$ cat src/include/axi_fifo_consts.svh
// widths and fixed codes shared by the AXI memory subsystem
// include it in any file that sizes a port, a struct or the memory array
`ifndef AXI_FIFO_CONSTS_SVH
`define AXI_FIFO_CONSTS_SVH

// AXI data bus, one 64-bit word per beat
`define AXI_DATA_W 64

// byte address width
`define AXI_ADDR_W 32

// transaction ID width
`define AXI_ID_W 2

// one strobe bit per data byte
`define AXI_STRB_W 8

// scratch memory depth in 64-bit words
`define MEM_DEPTH 256

// only OKAY is ever returned
`define AXI_RESP_OKAY 2'b00

`endif

$ cat src/hdl/axi_fifo_pkg.sv
// channel payload types for the AXI-to-FIFO memory subsystem
// import with axi_fifo_pkg::* in the module header of any block that uses them
`default_nettype none

`include "axi_fifo_consts.svh"

package axi_fifo_pkg;

  // address channel, shared by AW and AR
  typedef struct packed {
    logic [`AXI_ADDR_W-1:0] addr;
    logic [`AXI_ID_W-1:0]   id;
    // log2 of bytes per beat
    logic [2:0]             size;
  } axi_ax_t;

  // write data channel, wlast is implied
  typedef struct packed {
    logic [`AXI_DATA_W-1:0] data;
    logic [`AXI_STRB_W-1:0] strb;
  } axi_w_t;

  // write response channel
  typedef struct packed {
    logic [`AXI_ID_W-1:0] id;
    logic [1:0]           resp;
  } axi_b_t;

  // read data channel
  typedef struct packed {
    logic [`AXI_ID_W-1:0]   id;
    logic [`AXI_DATA_W-1:0] data;
    logic [1:0]             resp;
    logic                   last;
  } axi_r_t;

  // serialized request toward the memory
  typedef struct packed {
    logic [`AXI_ADDR_W-1:0] addr;
    logic [`AXI_DATA_W-1:0] data;
    logic [`AXI_STRB_W-1:0] wmask;
    logic [2:0]             size;
    // set for a write, clear for a read
    logic                   w;
  } fifo_req_t;

  // in-order response from the memory
  typedef struct packed {
    logic [`AXI_DATA_W-1:0] data;
    logic                   w;
  } fifo_rsp_t;

endpackage

`default_nettype wire

$ cat src/hdl/axi_to_fifo_bridge.sv
// AXI4 subordinate to FIFO request/response bridge, single transfers only
// AW+W and AR are buffered and serialized into one request stream, reads first
// responses must come back in order, one per request
`timescale 1ns/1ps
`default_nettype none

`include "axi_fifo_consts.svh"

module axi_to_fifo_bridge
  import axi_fifo_pkg::*;
(
  input  logic      clk_i,
  input  logic      rst_n_i,
  input  axi_ax_t   aw_i,
  input  logic      aw_valid_i,
  output logic      aw_ready_o,
  input  axi_w_t    w_i,
  input  logic      w_valid_i,
  output logic      w_ready_o,
  output axi_b_t    b_o,
  output logic      b_valid_o,
  input  logic      b_ready_i,
  input  axi_ax_t   ar_i,
  input  logic      ar_valid_i,
  output logic      ar_ready_o,
  output axi_r_t    r_o,
  output logic      r_valid_o,
  input  logic      r_ready_i,
  output fifo_req_t req_o,
  output logic      req_v_o,
  input  logic      req_ready_i,
  input  fifo_rsp_t rsp_i,
  input  logic      rsp_v_i,
  output logic      rsp_ready_o
);

  axi_ax_t   aw_q;
  axi_ax_t   ar_q;
  axi_w_t    w_q;
  fifo_rsp_t rsp_q;
  logic      aw_v;
  logic      w_v;
  logic      ar_v;
  logic      rsp_v;
  logic      b_hs;
  logic      r_hs;
  logic      out_q;

  // aw, w and ar stay buffered until their B or R goes out
  one_slot_buffer #(.payload_t(axi_ax_t)) i_aw_buf (
    .clk_i   (clk_i),
    .rst_n_i (rst_n_i),
    .data_i  (aw_i),
    .v_i     (aw_valid_i),
    .ready_o (aw_ready_o),
    .data_o  (aw_q),
    .v_o     (aw_v),
    .yumi_i  (b_hs)
  );

  one_slot_buffer #(.payload_t(axi_w_t)) i_w_buf (
    .clk_i   (clk_i),
    .rst_n_i (rst_n_i),
    .data_i  (w_i),
    .v_i     (w_valid_i),
    .ready_o (w_ready_o),
    .data_o  (w_q),
    .v_o     (w_v),
    .yumi_i  (b_hs)
  );

  one_slot_buffer #(.payload_t(axi_ax_t)) i_ar_buf (
    .clk_i   (clk_i),
    .rst_n_i (rst_n_i),
    .data_i  (ar_i),
    .v_i     (ar_valid_i),
    .ready_o (ar_ready_o),
    .data_o  (ar_q),
    .v_o     (ar_v),
    .yumi_i  (r_hs)
  );

  // every issued request lands here before becoming B or R
  one_slot_buffer #(.payload_t(fifo_rsp_t)) i_rsp_buf (
    .clk_i   (clk_i),
    .rst_n_i (rst_n_i),
    .data_i  (rsp_i),
    .v_i     (rsp_v_i),
    .ready_o (rsp_ready_o),
    .data_o  (rsp_q),
    .v_o     (rsp_v),
    .yumi_i  (b_hs | r_hs)
  );

  // issue only with room for the response and nothing in flight
  assign req_v_o = rsp_ready_o & ~out_q & (ar_v | (aw_v & w_v));

  // read wins when both are ready
  always_comb begin
    req_o.addr  = ar_v ? ar_q.addr : aw_q.addr;
    req_o.size  = ar_v ? ar_q.size : aw_q.size;
    req_o.data  = w_q.data;
    req_o.wmask = w_q.strb;
    req_o.w     = ~ar_v;
  end

  // blocks a second issue of the same buffered request
  always_ff @(posedge clk_i or negedge rst_n_i) begin
    if (!rst_n_i) begin
      out_q <= 1'b0;
    end else if (req_v_o && req_ready_i) begin
      out_q <= 1'b1;
    end else if (rsp_v_i && rsp_ready_o) begin
      out_q <= 1'b0;
    end
  end

  // route buffered response by its write bit
  assign b_valid_o = rsp_v & rsp_q.w;
  assign r_valid_o = rsp_v & ~rsp_q.w;
  assign b_hs      = b_valid_o & b_ready_i;
  assign r_hs      = r_valid_o & r_ready_i;

  always_comb begin
    b_o.id   = aw_q.id;
    b_o.resp = `AXI_RESP_OKAY;
    r_o.id   = ar_q.id;
    r_o.data = rsp_q.data;
    r_o.resp = `AXI_RESP_OKAY;
    // single transfers only
    r_o.last = 1'b1;
  end

  a_aw_aligned: assert property (@(posedge clk_i) disable iff (!rst_n_i)
    aw_v |-> (aw_q.size <= 3'd3) && ((aw_q.addr[2:0] & ~(3'b111 << aw_q.size)) == 3'b0));

  a_ar_aligned: assert property (@(posedge clk_i) disable iff (!rst_n_i)
    ar_v |-> (ar_q.size <= 3'd3) && ((ar_q.addr[2:0] & ~(3'b111 << ar_q.size)) == 3'b0));

  // memory answers only what was issued
  a_rsp_expected: assert property (@(posedge clk_i) disable iff (!rst_n_i)
    rsp_v_i |-> out_q);

endmodule

`default_nettype wire

$ cat src/hdl/one_slot_buffer.sv
// single-entry buffer, valid/ready on the input side and valid/yumi on the output
// the consumer raises yumi_i only while v_o is high to free the slot
`timescale 1ns/1ps
`default_nettype none

module one_slot_buffer
  import axi_fifo_pkg::*;
#(
  parameter type payload_t = axi_b_t
) (
  input  logic     clk_i,
  input  logic     rst_n_i,
  input  payload_t data_i,
  input  logic     v_i,
  output logic     ready_o,
  output payload_t data_o,
  output logic     v_o,
  input  logic     yumi_i
);

  logic     full_q;
  payload_t data_q;

  // accept only into an empty slot
  assign ready_o = ~full_q;
  assign v_o     = full_q;
  assign data_o  = data_q;

  always_ff @(posedge clk_i or negedge rst_n_i) begin
    if (!rst_n_i) begin
      full_q <= 1'b0;
    end else if (v_i && ready_o) begin
      full_q <= 1'b1;
    end else if (yumi_i) begin
      full_q <= 1'b0;
    end
  end

  always_ff @(posedge clk_i) begin
    if (v_i && ready_o) begin
      data_q <= data_i;
    end
  end

  // consumer must not dequeue an empty slot
  a_yumi_needs_valid: assert property (@(posedge clk_i) disable iff (!rst_n_i)
    yumi_i |-> v_o);

endmodule

`default_nettype wire

$ cat config.mk
export PLATFORM = sky130hd
export DESIGN_NAME = axi_to_fifo_bridge
export DESIGN_NICKNAME = d
export VERILOG_FILES = /design/src/hdl/axi_fifo_pkg.sv /design/src/hdl/axi_to_fifo_bridge.sv /design/src/hdl/one_slot_buffer.sv
export VERILOG_INCLUDE_DIRS = /design/src /design/src/include
export SDC_FILE = /design/constraint.sdc
export NUM_CORES = 1
export LEC_CHECK = 0
export ABC_AREA = 1
export BUFFER_PORTS_ARGS = -buffer_cell sky130_fd_sc_hd__buf_4
export CAP_MARGIN = 10
export CORE_AREA = 2 2 159 161
export CTS_BUF_LIST = sky130_fd_sc_hd__clkbuf_16
export CTS_CLUSTER_DIAMETER = 40
export DETAILED_ROUTE_END_ITERATION = 6
export DIE_AREA = 0 0 161 163
export MAX_ROUTING_LAYER = met4
export PLACE_DENSITY = 0.57
export SETUP_SLACK_MARGIN = 0.4
export SYNTH_ARGS = -nofsm -noshare
export SYNTH_HDL_FRONTEND = slang
export SYNTH_SLANG_ARGS = --single-unit
export TNS_END_PERCENT = 30
$ cat constraint.sdc
create_clock -name clk_i -period 5.38 [get_ports clk_i]
set_input_delay 1.076 -clock clk_i [delete_from_list [all_inputs] [get_ports clk_i]]
set_output_delay 1.076 -clock clk_i [all_outputs]
set_load 0.02 [all_outputs]
# Yosys cells after proc, flatten, opt, wreduce, memory -nomap -nowiden
# Index checks and enable logic that the tools add are counted.
totals:
  register_bits: 216
  in_bits: 220
  output_inout_bits: 188
  word_cells: 51
classes:
  mux: 11
  bitwise_logic: 15
  n_reduce_logical: 10
op_table:
  columns: ["cell", "count"]
  rows:
  - ["$mux W32", 1]
  - ["$reduce_bool A2 Y1", 5]
  - ["$mux W1", 9]
  - ["$and A1 B1 Y1", 7]
  - ["$not A1 Y1", 6]
  - ["$logic_and A1 B1 Y1", 5]
  - ["$mux W3", 1]
  - ["$or A1 B1 Y1", 2]

# Logic depth before layout (Yosys ltp)
depth:
  word_depth: 6
  ltp_mapped: 6
  ltp_nobuf: 4

# Modules after synthesis
# A second synthesis with hierarchy kept.
unflattened:
  cells_unflattened: 378
  hier_area_um2: 7159.4
by_module_without_submodules:
  columns: ["mod", "n_inst", "cells_per_inst", "area_each_um2"]
  rows:
  - ["one_slot_buffer at i_ar_buf ...", 2, 44, 1163.6]
  - ["one_slot_buffer at i_w_buf", 1, 79, 2214.6]
  - ["one_slot_buffer at i_rsp_buf", 1, 72, 2004.4]
  - ["axi_to_fifo_bridge", 1, 139, 613.1]

# Least setup slack after synthesis
# Ideal clock, no wire load.
synth_timing:
  path_type: "input to register"
  from: "input w_valid_i"
  to: "register i_w_buf.data_q, in the netlist i_w_buf.data_o[0] (enable)"
  arrival_ps: 4153
  t_required_ps: 4875
  path_slack_ps: 722
  cell_stages: 2
  path_buffers: 0
  cell_sequence: "inv_1 -> nor2_1"
synth_between:
  elab_chain_len: 1
synth_lines:
  columns: ["item", "line", "source"]
  rows:
  - ["start, declared", "axi_to_fifo_bridge.sv:18", "input logic w_valid_i,"]
  - ["$logic_and A1 B1 Y1", "one_slot_buffer.sv:40", "if (v_i && ready_o) begin"]
  - ["end signal, assigned", "one_slot_buffer.sv:41", "data_q <= data_i;"]
  - ["end, declared", "one_slot_buffer.sv:22", "payload_t data_q;"]
# Every way passes these cells.
# A chain may end at the register's enable or synchronous reset.

# Final worst setup path
layout_timing:
  from: "register i_ar_buf.full_q, in the netlist i_ar_buf.v_o"
  to: "output req_v_o"
layout_between:
  elab_chain_len: 2
layout_lines:
  columns: ["item", "line", "source"]
  rows:
  - ["start, declared", "one_slot_buffer.sv:21", "logic full_q;"]
  - ["start signal, assigned", "one_slot_buffer.sv:31", "full_q <= 1'b0;"]
  - ["start signal, assigned", "one_slot_buffer.sv:33", "full_q <= 1'b1;"]
  - ["start signal, assigned", "one_slot_buffer.sv:35", "full_q <= 1'b0;"]
  - ["$or A1 B1 Y1", "axi_to_fifo_bridge.sv:96", "assign req_v_o = rsp_ready_o & ~out_q & (ar_v | (aw_v & w_v));"]
  - ["$and A1 B1 Y1", "axi_to_fifo_bridge.sv:96", null]
  - ["end, declared", "axi_to_fifo_bridge.sv:30", "output logic req_v_o,"]
# Every way passes these cells.

==> flow_summary.yaml <==
synth:
  ys_ff_latch: 216
  ys_top_cells_by_area: "edfxtp_1 83%, buf_4 7.3%, nand2_1 5.9%"
  ys_warn_count: 0
  synth_top_area_share_pct: 83.1
  yosysTopAreaCell: "edfxtp_1"
  synth_area_um2: 7620
  postSynthAreaPerCell_um2: 17.3
  yosysUniqueCellTypes: 13
  synthCells: 440
  synth-seq-area-share_pct: 84.8
global_routing:
  grt_max_degree: 73
  grt_use_total_pct: 14.6
  antenna_found_initial: 0
  grt_pass1_wl_um: 27600
  grt_pass1_vias: 4844
  grt-ovfl-total: 0
routing:
  drc: 0
  drtIter0Drc: 265
  wl_per_cell_um: 16.8
  vias_per_cell: 4.03
  antenna_left: 0
  first_pass_iters: 4
  wirelength_um: 19500
  num_vias: 4674
worst_setup_path:
  worstPathMaxFanout: 39
  start_kind: "flip-flop"
  rr_worst_depth: 4
  cp-end-kind: "primary output"
  r2r_start: "i_ar_buf.v_o$_DFFE_PN0P_"
  critPathKind: "flip-flop to primary output"
  cp.required_ns: 4.30
  cp.arrival_ns: 1.81
  r2r_slack_ns: 3.44
  worstReg2RegEnd: "i_ar_buf.data_o[5]$_DFFE_PP_"
run_status:
  outcome: "finished clean"
power:
  p_leak_uw: 0.00502
  power_uw: 5990
  ir_worst_vdd_v: 0.000345
  power_density_nw_per_um2: 513
cells_and_area:
  drive_gt1_share_pct: 56.3
  areaGrowthSynthToFinish_pct: 53.1
  num_antenna_cells: 0
  nets: 1025
placement:
  dp_hpwl_um: 14300
  pre_cts_slack_ns: 2.92
  port_buffers: 402
  place.gp.congestion: 0.809
cts:
  cts_sinks: 216
  cts_resized: 0
  clock_path_buffers: 3
  cts_root_buf: "clkbuf_16"
  cts_setup_buffers: 0
  clkLatencyLatePin_ns: 0.49
  path_clk_slew_ns: 0.05
  cts-buffers-inserted: 36
  cts_hold_buf: 0
  cts_tree: "done"
  h-tree-depth: 2
die:
  start_util_pct: 30.9
  die_w_um: 161
  ios: 408
  dieArea_um2: 26200
  num_rows: 58
  die_h_um: 163
  core_area_um2: 24700
job:
  maxCapViolCount: 0
sta:
  period_needed_ns: 2.89
  max_slew_margin_pct: 27.3
  finalClockSkew_ns: 0.0132
  setup-tns-final_ns: 0
  setup_ws_ns: 2.49
  hold_viol: 0
  rsz0062_at_grt: "false"
  fin_crit_sh_pct: 53.6
  timing.fmax_ghz: 0.346
  drv_slew: 0
  worst_slew_pin_slew_ns: 1.09
  setup_viol: 0
hold_path:
  hold_path.class: "input pin to async pin"
area by class of cell:
| type | instances | area (µm²) |
|---|---|---|
| clock buffer | 37 | 926 |
| clock inverter | 27 | 255 |
| fill | 2195 | 13000 |
| inverter | 11 | 41.3 |
| multi-input combinational | 134 | 526 |
| sequential | 216 | 6460 |
| tap | 330 | 413 |
| timing repair buffer | 406 | 3050 |
state kept, by name, summed over array words and instances (netlist names):
register / count
i_w_buf.v_o: 1
out_q: 1
i_aw_buf.v_o: 1
i_aw_buf.data_o: 37
i_rsp_buf.v_o: 1
i_rsp_buf.data_o: 65
i_ar_buf.v_o: 1
i_w_buf.data_o: 72
i_ar_buf.data_o: 37
worst max-delay path by stage:
stage	start	endpoint	slack, ns	cells past startpoint
floorplan	w_valid_i	i_w_buf.data_o[0]$_DFFE_PP_	0.72	2
global placement	aw_valid_i	i_aw_buf.data_o[10]$_DFFE_PP_	2.92	3
detailed placement	w_valid_i	i_w_buf.data_o[21]$_DFFE_PP_	2.92	4
CTS	i_ar_buf.v_o$_DFFE_PN0P_	req_v_o	2.46	5
global route	i_ar_buf.v_o$_DFFE_PN0P_	req_v_o	2.33	5
finish	i_ar_buf.v_o$_DFFE_PN0P_	req_v_o	2.49	5
where the power goes:
group          switching [µW]  internal (µW)  total (µW)
combinational             923            556        1480
sequential               91.3           2210        2300
clock                     797           1410        2210
total                    1810           4180        5990
cells in the mapped netlist:
master,number
buf_4,74
o21ai_0,2
edfxtp_1,211
buf_2,4
nand2_1,119
conb_1,2
a21oi_1,1
dfrtp_1,5
nor2_1,4
buf_6,4
inv_2,1
inv_1,10
nand3_1,3
metrics by stage:
stage	util, %	cells	instance area (µm²)	hold slack [ns]
final	47.3	1161	11700	0.376
after global routing	47.3	1161	11700	0.357
after CTS	47.3	1161	11700	0.353
after detailed placement	42.5	1097	10500	0.472
after global placement	42.5	1097	10500	0.467
after floorplan	-	443	7630	0.450
cells in the final DEF (no fill, tap or decap), drive strengths merged:
master	count
a21oi	1
buf	406
bufinv	3
clkbuf	37
clkinv	9
clkinvlp	4
conb	5
dfrtp	5
edfxtp	211
inv	22
nand2	119
nand3	3
nor2	4
o21ai	2
routing by layer:
layer | GRT usage (%) | vias up | wire (µm)
li1 | - | 2206 | -
met1 | 15.3 | 2164 | 7000
met2 | 24.4 | 255 | 9990
met3 | 5.65 | 49 | 1850
met4 | 6.45 | 0 | 701
met5 | - | - | 0
cells by family (layout without fill, tap and decap cells):
group / after synthesis / after routing / share of synthesized area [%]
other: 2 / 5 / 0.0985
buffers and inverters: 93 / 481 / 8.68
DFF: 216 / 216 / 84.8
AOI/OAI and AO/OA: 3 / 3 / 0.197
and+or+nand+nor: 126 / 126 / 6.25
worst max-delay path, stage by stage, from the launching register on:
cell,delay (ns)
dfrtp_1,0.38
inv_2,0.50
nand2_1,0.15
nand2_1,0.09
inv_1,0.04
buf_4,0.14
(Power assumes the default switching activity.)
